## config.mk

```make
export PLATFORM = sky130hd
export DESIGN_NAME = rdma_meta_rx_top
export DESIGN_NICKNAME = d
export VERILOG_FILES = /design/src/source/rdma_rx_pkg.sv /design/src/source/meta_if.sv /design/src/source/rdma_meta_rx_top.sv /design/src/source/region_queue.sv /design/src/source/rx_meta_steer.sv
export SDC_FILE = /design/constraint.sdc
export NUM_CORES = 1
export LEC_CHECK = 0
export ABC_AREA = 1
export BUFFER_PORTS_ARGS = -buffer_cell sky130_fd_sc_hd__buf_2
export CORE_ASPECT_RATIO = 0.6
export CORE_MARGIN = 2
export CORE_UTILIZATION = 33
export DETAILED_ROUTE_END_ITERATION = 7
export GPL_TIMING_DRIVEN = 0
export MAX_ROUTING_LAYER = met4
export PLACE_DENSITY = 0.6
export SLEW_MARGIN = 10
export SYNTH_ARGS = -nofsm -noshare
export SYNTH_HDL_FRONTEND = slang
export SYNTH_SLANG_ARGS = --single-unit
```

## constraint.sdc

```tcl
create_clock -name aclk -period 3.9 [get_ports aclk]
set_input_delay 0.78 -clock aclk [delete_from_list [all_inputs] [get_ports aclk]]
set_output_delay 0.78 -clock aclk [all_outputs]
set_load 0.01 [all_outputs]
```

## src/source/rdma_rx_pkg.sv

```systemverilog
package rdma_rx_pkg;

  // Number of user regions sharing the receive path
  localparam int unsigned n_regions = 4;
  // Width of a region index
  localparam int unsigned n_regions_bits = 2;

  // Low qpn bits that sit below the region field
  localparam int unsigned pid_bits = 6;

  // Entries held by each region queue
  localparam int unsigned queue_depth = 8;
  // Read and write pointer width
  localparam int unsigned queue_ptr_bits = $clog2(queue_depth);
  // Occupancy counter must also hold the full value
  localparam int unsigned queue_cnt_bits = queue_ptr_bits + 1;
  // Occupancy value that marks a full queue
  localparam logic [queue_cnt_bits-1:0] queue_full_cnt = queue_cnt_bits'(queue_depth);

  // Request field widths
  localparam int unsigned qpn_bits = 24;
  localparam int unsigned len_bits = 20;

  // RDMA operation carried by a request
  typedef enum logic [3:0] {
    op_read  = 4'h0,
    op_write = 4'h1,
    op_send  = 4'h2,
    op_ack   = 4'h3
  } rdma_opcode_e;

  // Request descriptor of 48 bits in total
  // Opcode in the top nibble and length in the low bits
  typedef struct packed {
    rdma_opcode_e          opcode;
    logic [qpn_bits-1:0]   qpn;
    logic [len_bits-1:0]   len;
  } rdma_req_t;

endpackage

```

## src/source/meta_if.sv

```systemverilog
`timescale 1ns/1ps

// Request metadata stream with valid/ready handshake
interface meta_if;

  // Source holds data while valid is up and ready is down
  logic                   valid;
  logic                   ready;
  rdma_rx_pkg::rdma_req_t data;

  // Producer side
  modport source (
    output valid,
    output data,
    input  ready
  );

  // Consumer side
  modport sink (
    input  valid,
    input  data,
    output ready
  );

endinterface

```

## src/source/rdma_meta_rx_top.sv

```systemverilog
`timescale 1ns/1ps

module rdma_meta_rx_top (
  input  logic                                                 aclk,
  input  logic                                                 rst_n,

  // Request descriptor input
  input  logic                                                 s_valid,
  output logic                                                 s_ready,
  input  rdma_rx_pkg::rdma_req_t                               s_data,

  // Per region request outputs
  output logic [rdma_rx_pkg::n_regions-1:0]                    m_valid,
  input  logic [rdma_rx_pkg::n_regions-1:0]                    m_ready,
  output rdma_rx_pkg::rdma_req_t [rdma_rx_pkg::n_regions-1:0]  m_data,

  // Owning region of the request on s_data
  output logic [rdma_rx_pkg::n_regions_bits-1:0]               vfid
);

  // Steering to queue links, one per region
  meta_if q_if [rdma_rx_pkg::n_regions] ();

  // Region decode and input handshake
  rx_meta_steer inst_steer (
    .aclk    (aclk),
    .rst_n   (rst_n),
    .s_valid (s_valid),
    .s_ready (s_ready),
    .s_data  (s_data),
    .q       (q_if),
    .vfid    (vfid)
  );

  // One queue per user region
  // each drains on its own stream
  for (genvar i = 0; i < rdma_rx_pkg::n_regions; i++) begin : g_queue
    region_queue inst_rx_queue (
      .aclk    (aclk),
      .rst_n   (rst_n),
      .s       (q_if[i]),
      .m_valid (m_valid[i]),
      .m_ready (m_ready[i]),
      .m_data  (m_data[i])
    );
  end

endmodule

```

## src/source/region_queue.sv

```systemverilog
`timescale 1ns/1ps

module region_queue (
  input  logic                   aclk,
  input  logic                   rst_n,

  // Requests steered to this region
  meta_if.sink                   s,

  // Drain side toward the user region
  output logic                   m_valid,
  input  logic                   m_ready,
  output rdma_rx_pkg::rdma_req_t m_data
);

  // Entry storage
  rdma_rx_pkg::rdma_req_t mem [rdma_rx_pkg::queue_depth];

  // Circular buffer pointers
  logic [rdma_rx_pkg::queue_ptr_bits-1:0] wr_ptr;
  logic [rdma_rx_pkg::queue_ptr_bits-1:0] rd_ptr;
  // Number of entries held
  logic [rdma_rx_pkg::queue_cnt_bits-1:0] count;

  // Handshake strobes
  logic push;
  logic pop;
  logic full;

  // Full at queue_depth entries
  assign full = (count == rdma_rx_pkg::queue_full_cnt);

  // Accept whenever there is room
  assign s.ready = !full;
  // Head entry visible while not empty
  assign m_valid = (count != '0);
  assign m_data  = mem[rd_ptr];

  // Transfers on both sides
  assign push = s.valid && !full;
  assign pop  = m_valid && m_ready;

  // Write port
  always_ff @(posedge aclk) begin
    if (push) begin
      mem[wr_ptr] <= s.data;
    end
  end

  // Pointers and occupancy
  // Depth is a power of two so pointers wrap by themselves
  always_ff @(posedge aclk) begin
    if (!rst_n) begin
      wr_ptr <= '0;
      rd_ptr <= '0;
      count  <= '0;
    end else begin
      if (push) begin
        wr_ptr <= wr_ptr + 1'b1;
      end
      if (pop) begin
        rd_ptr <= rd_ptr + 1'b1;
      end
      // Simultaneous push and pop leaves the count alone
      case ({push, pop})
        2'b10:   count <= count + 1'b1;
        2'b01:   count <= count - 1'b1;
        default: count <= count;
      endcase
    end
  end

  // Occupancy bounded by the depth
  a_count_bound : assert property (
    @(posedge aclk) disable iff (!rst_n)
    count <= rdma_rx_pkg::queue_full_cnt
  ) else $error("region_queue: count above queue_depth");

  // Output valid only falls after a pop
  a_valid_drop : assert property (
    @(posedge aclk) disable iff (!rst_n)
    $fell(m_valid) |-> $past(pop)
  ) else $error("region_queue: m_valid dropped without a pop");

  // Blocked head entry is held in place
  a_head_hold : assert property (
    @(posedge aclk) disable iff (!rst_n)
    (m_valid && !m_ready) |=> (m_valid && $stable(m_data))
  ) else $error("region_queue: head entry changed while blocked");

endmodule

```

## src/source/rx_meta_steer.sv

```systemverilog
`timescale 1ns/1ps

module rx_meta_steer (
  input  logic                                   aclk,
  input  logic                                   rst_n,

  // Incoming request stream
  input  logic                                   s_valid,
  output logic                                   s_ready,
  input  rdma_rx_pkg::rdma_req_t                 s_data,

  // One stream toward each region queue
  meta_if.source                                 q [rdma_rx_pkg::n_regions],

  // Region that owns the current request
  output logic [rdma_rx_pkg::n_regions_bits-1:0] vfid
);

  // Per region valid and ready, gathered for indexing
  logic [rdma_rx_pkg::n_regions-1:0] q_valid;
  logic [rdma_rx_pkg::n_regions-1:0] q_ready;

  // Region field sits just above the pid bits of the qpn
  assign vfid = s_data.qpn[rdma_rx_pkg::pid_bits +: rdma_rx_pkg::n_regions_bits];

  // One-hot steer of the input valid
  // Shift a single valid bit up to the owning region
  assign q_valid = {{(rdma_rx_pkg::n_regions-1){1'b0}}, s_valid} << vfid;

  // Only the owning queue can accept
  // so a full target stalls the whole input (head-of-line blocking)
  assign s_ready = q_ready[vfid];

  // Fan out to the queue interfaces
  for (genvar i = 0; i < rdma_rx_pkg::n_regions; i++) begin : g_region
    // Valid only toward the owning region
    assign q[i].valid = q_valid[i];
    // Payload goes to every queue and valid selects
    assign q[i].data  = s_data;
    // Collect ready for the mux above
    assign q_ready[i] = q[i].ready;
  end

  // At most one region addressed per cycle
  a_one_region : assert property (
    @(posedge aclk) disable iff (!rst_n)
    $onehot0(q_valid)
  ) else $error("rx_meta_steer: more than one region valid");

  // Stalled request must not change under the upstream source
  // A withdrawn valid frees the data again
  a_stall_hold : assert property (
    @(posedge aclk) disable iff (!rst_n)
    (s_valid && !s_ready) |=> (!s_valid || $stable(s_data))
  ) else $error("rx_meta_steer: s_data changed while stalled");

endmodule

```

# --- Word-level counts from Yosys, hierarchy flattened ---
# Memories as Yosys holds them, arrays and structs flattened. A register that Yosys moved wholly into a read port is not among the register bits.
# Index checks and enable logic that the tools add are counted.
# W data, S select, Z words.
totals:
  regBits: 40
  latch_bits: 0
  mem_bits_rw: 1536
  mem_bits_ro: 0
  output_inout_bits: 199
  mem_count: 4
mem_list:
  columns: ["name", "words", "width", "read_ports", "rd_ports_with_merged_regs", "wr", "line_no", "source"]
  rows:
  - ["g_queue[0].inst_rx_queue.mem", 8, 48, 1, 1, 1, "region_queue.sv:17", "rdma_rx_pkg::rdma_req_t mem [rdma_rx_pkg::queue_depth];"]
  - ["g_queue[1].inst_rx_queue.mem", 8, 48, 1, 1, 1, "region_queue.sv:17", null]
  - ["g_queue[2].inst_rx_queue.mem", 8, 48, 1, 1, 1, "region_queue.sv:17", null]
  - ["g_queue[3].inst_rx_queue.mem", 8, 48, 1, 1, 1, "region_queue.sv:17", null]
op_classes:
  addsub: 16
  mul: 0
  div_mod_pow: 0
  order_cmp: 1
  eq_ne: 12
  n_shift: 1
  muxes: 22
  n_bitwise: 0
  reduce_logical: 20
ops:
  columns: ["operator", "count"]
  rows:
  - ["$pmux W4 S2", 4]
  - ["$add A3 B1 Y3 const B", 8]
  - ["$mux W3", 8]
  - ["$add A4 B1 Y4 const B", 4]
  - ["$eq A4 B4 Y1 const B", 4]
  - ["$reduce_bool A4 Y1", 4]
  - ["$sub A4 B1 Y4 const B", 4]
  - ["$mux W1", 9]
  - ["$eq A2 B1 Y1 const B", 4]
  - ["$eq A2 B2 Y1 const B", 4]
  - ["$logic_and A1 B1 Y1", 8]
  - ["$reduce_bool A2 Y1", 4]
  - ["$logic_not A1 Y1", 4]
  - ["$shl A1 B2 Y4", 1]
  - ["$lt A2 B3 Y1 const B", 1]
  - ["$bmux W1 S2", 1]

# --- Longest topological paths before layout ---
depth:
  depth_word: 5
  mapped_depth: 14
  ltp_nobuf: 14

# --- Modules after synthesis ---
# A second synthesis with hierarchy kept.
unflattened:
  hier_cells: 4896
  hier_area_um2: 63921.3
by_module_without_submodules:
  columns: ["mod", "n_inst", "cells_each", "area_per_inst_um2", "seq_area_each_um2"]
  rows:
  - ["region_queue", 4, 1171, 15597.5, 11791.3]
  - ["rx_meta_steer", 1, 212, 1531.5, 0.0]

# --- Least setup slack after synthesis ---
# Ideal clock, no wire load.
synth_timing:
  kind: "input-to-reg"
  from: "in s_data[26] in the netlist's numbering"
  to: "mem g_queue[2].inst_rx_queue.mem[0][0] in the netlist's numbering (enable)"
  setup_ns: 0.454
  t_arrival_ns: 3.443
  t_required_ns: 3.446
  setup_slack_ns: 0.003
  stages: 6
  cell_sequence: "inv_2 > nand2_1 > nor2_1 > nand2_1 > or2_1 > nor2_1"
synth_between:
  elab_chain_len: 4
synth_lines:
  columns: ["element", "line_no", "source"]
  rows:
  - ["from (decl)", "rdma_meta_rx_top.sv:10", "input rdma_rx_pkg::rdma_req_t s_data,"]
  - ["$shl A1 B2 Y4", "rx_meta_steer.sv:28", "assign q_valid = {{(rdma_rx_pkg::n_regions-1){1'b0}}, s_valid} << vfid;"]
  - ["$logic_and A1 B1 Y1", "region_queue.sv:40", "assign push = s.valid && !full;"]
  - ["$mux W1", "region_queue.sv:45", "if (push) begin"]
  - ["$mux W1 (not written as such)", "region_queue.sv:46", "mem[wr_ptr] <= s.data;"]
  - ["to (decl)", "region_queue.sv:17", null]
# Every way passes these cells.

==> results.json <==
{
  "ys_types": 26,
  "clock_path_buffers": 4,
  "switchingPower_w": 0.0157,
  "drv_cap": 0,
  "wirelength_microns": 177000,
  "hp-start": "m_ready[1]",
  "placed_cell_area_sq_mm": 0.0682,
  "synth_area_leader_cell": "edfxtp_1",
  "synth_top_family_by_area": "simple AND/OR/NAND/NOR gates",
  "synth_seq_cells": 1588,
  "critical_path_class": "flop to output pin",
  "utilization_pct": 38.7,
  "insertion_delay_ns": 0.78,
  "firstDrtPassIters": 5,
  "multi_input_area_sq_mm": 0.0136,
  "globalRouteTotalUtil_pct": 18.4,
  "grt_max_degree": 38,
  "max_slew_margin_pct": 23.2,
  "drt_iter0_markers": 5020,
  "seqCellArea_sq_mm": 0.0472,
  "status": "finished, final reports clean",
  "netlist.area_leader.share_pct": 73.8,
  "critPathRequiredTime_ns": 3.12,
  "hp-class": "input port to flop",
  "area_delta_synth_final_pct": 16.2,
  "setup_viol": 0,
  "cts_setup_buffers": 0,
  "drc": 0,
  "crit_fanout": 10,
  "finish.instance_area_sq_mm": 0.0726,
  "fmax_mhz": 268,
  "ys_seq_area_share_pct": 75.4,
  "power_density_mw_per_mm2": 643,
  "tightest_slew_ns": 1.15,
  "fp.dieArea_sq_mm": 0.193,
  "synth_common_cells": "1,536 x edfxtp_1, 838 x nor2_1, 643 x nand2_1",
  "finalHoldViolCount": 0,
  "via_per_inst": 5.06,
  "min_period_ns": 3.73,
  "slew_violations": 0,
  "power.share.clock_pct": 29.4,
  "combPwrFrac_pct": 29.4,
  "nets": 5226,
  "cts_sinks": 1588,
  "die_h_microns": 341,
  "n_fill_cell": 17606,
  "peakVddDrop_v": 0.000353,
  "h-tree-depth": 4,
  "cp-end-kind": "output pin",
  "die_w_microns": 566,
  "power_leakage_nw": 24.5,
  "swShare_pct": 33.7,
  "finalCritPeriodShare_pct": 95.5,
  "grt_pass1_vias": 36947,
  "synth_xor_area_share_pct": 0.126,
  "path_clk_slew_ns": 0.07,
  "reg2reg_slack_ns": 1.26,
  "core_area_sq_mm": 0.188,
  "syn_area_sq_mm": 0.0625,
  "critPathArrivalTime_ns": 2.95,
  "antenna_found_initial": 30,
  "synth_nets": 4776,
  "start_util_pct": 33.3,
  "postCtsHoldBufs": 0,
  "vias": 39248,
  "start_kind": "flop",
  "finClkSkew_ns": 0.0278,
  "synthFlopType": "edfxtp_1",
  "synth-simple-area-share_pct": 9.20,
  "final_layout_size_suffix_gt1_share_pct": 12.5,
  "wire_per_inst_microns": 22.8,
  "hpwl_microns": 118000,
  "ant_nets": 0,
  "rsz0062_at_grt": "false",
  "io_buffers": 252,
  "synth_fa_ha_area_share_pct": 0.400,
  "yosysMostFrequentCell": "edfxtp_1",
  "grt-ovfl-total": 0,
  "num_rows": 123,
  "syn_area_per_cell_sq_um": 13.3,
  "synth_warnings": 0,
  "place_congestion": 0.843,
  "synth-async-reset-ratio_pct": 0,
  "seq_power_share_pct": 41.2,
  "muxShareOfSynthArea_pct": 3.07,
  "cts-root-buf": "clkbuf_16",
  "synth_edf_count": 1536,
  "ios": 254,
  "ys_top_cells_by_area": "edfxtp_1 74%, nor2_1 5.0%, o21ai_0 4.4%",
  "r2r-start": "g_queue[1].inst_rx_queue.count[1]",
  "cts_tree": "done",
  "grt_pass1_wl_microns": 255000,
  "intPower_w": 0.0310,
  "synth-compound-area-share_pct": 8.62,
  "numCtsBuffers": 145,
  "synth_cells": 4701
}
stage by stage:
| stage | hold slack, ns | power [W] | instances | TNS, ns | worst slack [ns] |
|---|---|---|---|---|---|
| 6_report | 0.479 | 0.0467 | 7758 | 0 | 0.174 |
| 5_1_grt | 0.486 | 0.0490 | 7755 | 0 | 0.0248 |
| 4_1_cts | 0.445 | 0.0470 | 7752 | 0 | 0.0233 |
| 3_5_place_dp | 0.478 | 0.0334 | 7504 | -22.60 | -0.218 |
| 3_3_place_gp | 0.458 | 0.0332 | 7453 | -3806.10 | -2.96 |
| 2_1_floorplan | 0.448 | 0.0277 | 4701 | 0 | 0.00287 |
final timing paths:
path / to / depth (start not counted)
max: m_data[26] / 7
min: g_queue[1].inst_rx_queue.rd_ptr[2] / 4
max reg2reg: g_queue[1].inst_rx_queue.mem[3][47] / 7
min reg2reg: g_queue[0].inst_rx_queue.rd_ptr[0] / 1
kinds of logic after synthesis:
kind of cell,after synthesis
AO/OA/AOI/OAI,1029
XOR/XNOR,9
adder cells (fa/ha/maj),20
buffers and inverters,345
flip-flops,1588
multiplexers,192
AND/OR/NAND/NOR,1518
routing by layer:
layer / wire length [microns] / GRT usage (%) / vias to the layer above / part of all wire (%)
li1: - / - / 17891 / -
met3: 15700 / 2.73 / 224 / 8.9
met2: 76100 / 26.4 / 1679 / 43
met5: 0 / - / - / 0
met1: 82000 / 27.5 / 19454 / 46
met4: 3240 / 3.83 / 0 / 1.8
repair_timing:
item,4_1_cts,5_1_grt
setup endpoints to repair,4,15
gates resized for setup,1,9
endpoints found under the hold margin,0,0
critical path: stages, from the launching register on:
cell,delay (ns)
dfxtp_1,0.37
buf_2,0.36
clkbuf_1,0.53
o21ai_0,0.18
o22ai_1,0.20
nand2_1,0.10
nand2_1,0.23
buf_2,0.18
cell usage in the layout (no fill, tap or decap), drive strengths merged:
cell | synthesis | layout
o22ai | 193 | 193
bufinv | 0 | 7
o21ai | 803 | 803
and3 | 3 | 3
dfxtp | 52 | 52
nor2 | 838 | 838
or2 | 4 | 4
mux2i | 192 | 192
ha | 20 | 20
xnor2 | 8 | 8
nand2 | 643 | 643
clkinv | 0 | 55
diode | 0 | 6
nand3 | 27 | 27
clkinvlp | 0 | 1
buf | 141 | 444
inv | 67 | 68
edfxtp | 1536 | 1536
nor3 | 3 | 3
xor2 | 1 | 1
a21oi | 33 | 33
clkbuf | 137 | 321
power by group through the flow:
stage	combinational [W]	sequential, W	clock [W]
after CTS	0.0139	0.0192	0.0140
after global placement	0.0136	0.0196	0
final	0.0137	0.0192	0.0137
after global routing	0.0151	0.0192	0.0146
after floorplan	0.00815	0.0195	0
after detailed placement	0.0138	0.0196	0
registers in the layout, indices dropped and copies added (netlist names), named ones only:
signal and flops:
g_queue.inst_rx_queue.count 16, g_queue.inst_rx_queue.mem 1536, g_queue.inst_rx_queue.rd_ptr 12, g_queue.inst_rx_queue.wr_ptr 12
cell type report:
cell class | instances | share of cell area, %
flip-flops and latches | 1588 | 64.9
multi-input cells | 2768 | 18.8
clock buffers | 184 | 5.37
well taps | 2500 | 4.31
repair buffers | 303 | 3.25
plain buffers | 278 | 2.36
clock inverters | 64 | 0.644
inverters | 67 | 0.346
diodes | 6 | 0.0207
(Power assumes the default switching activity.)
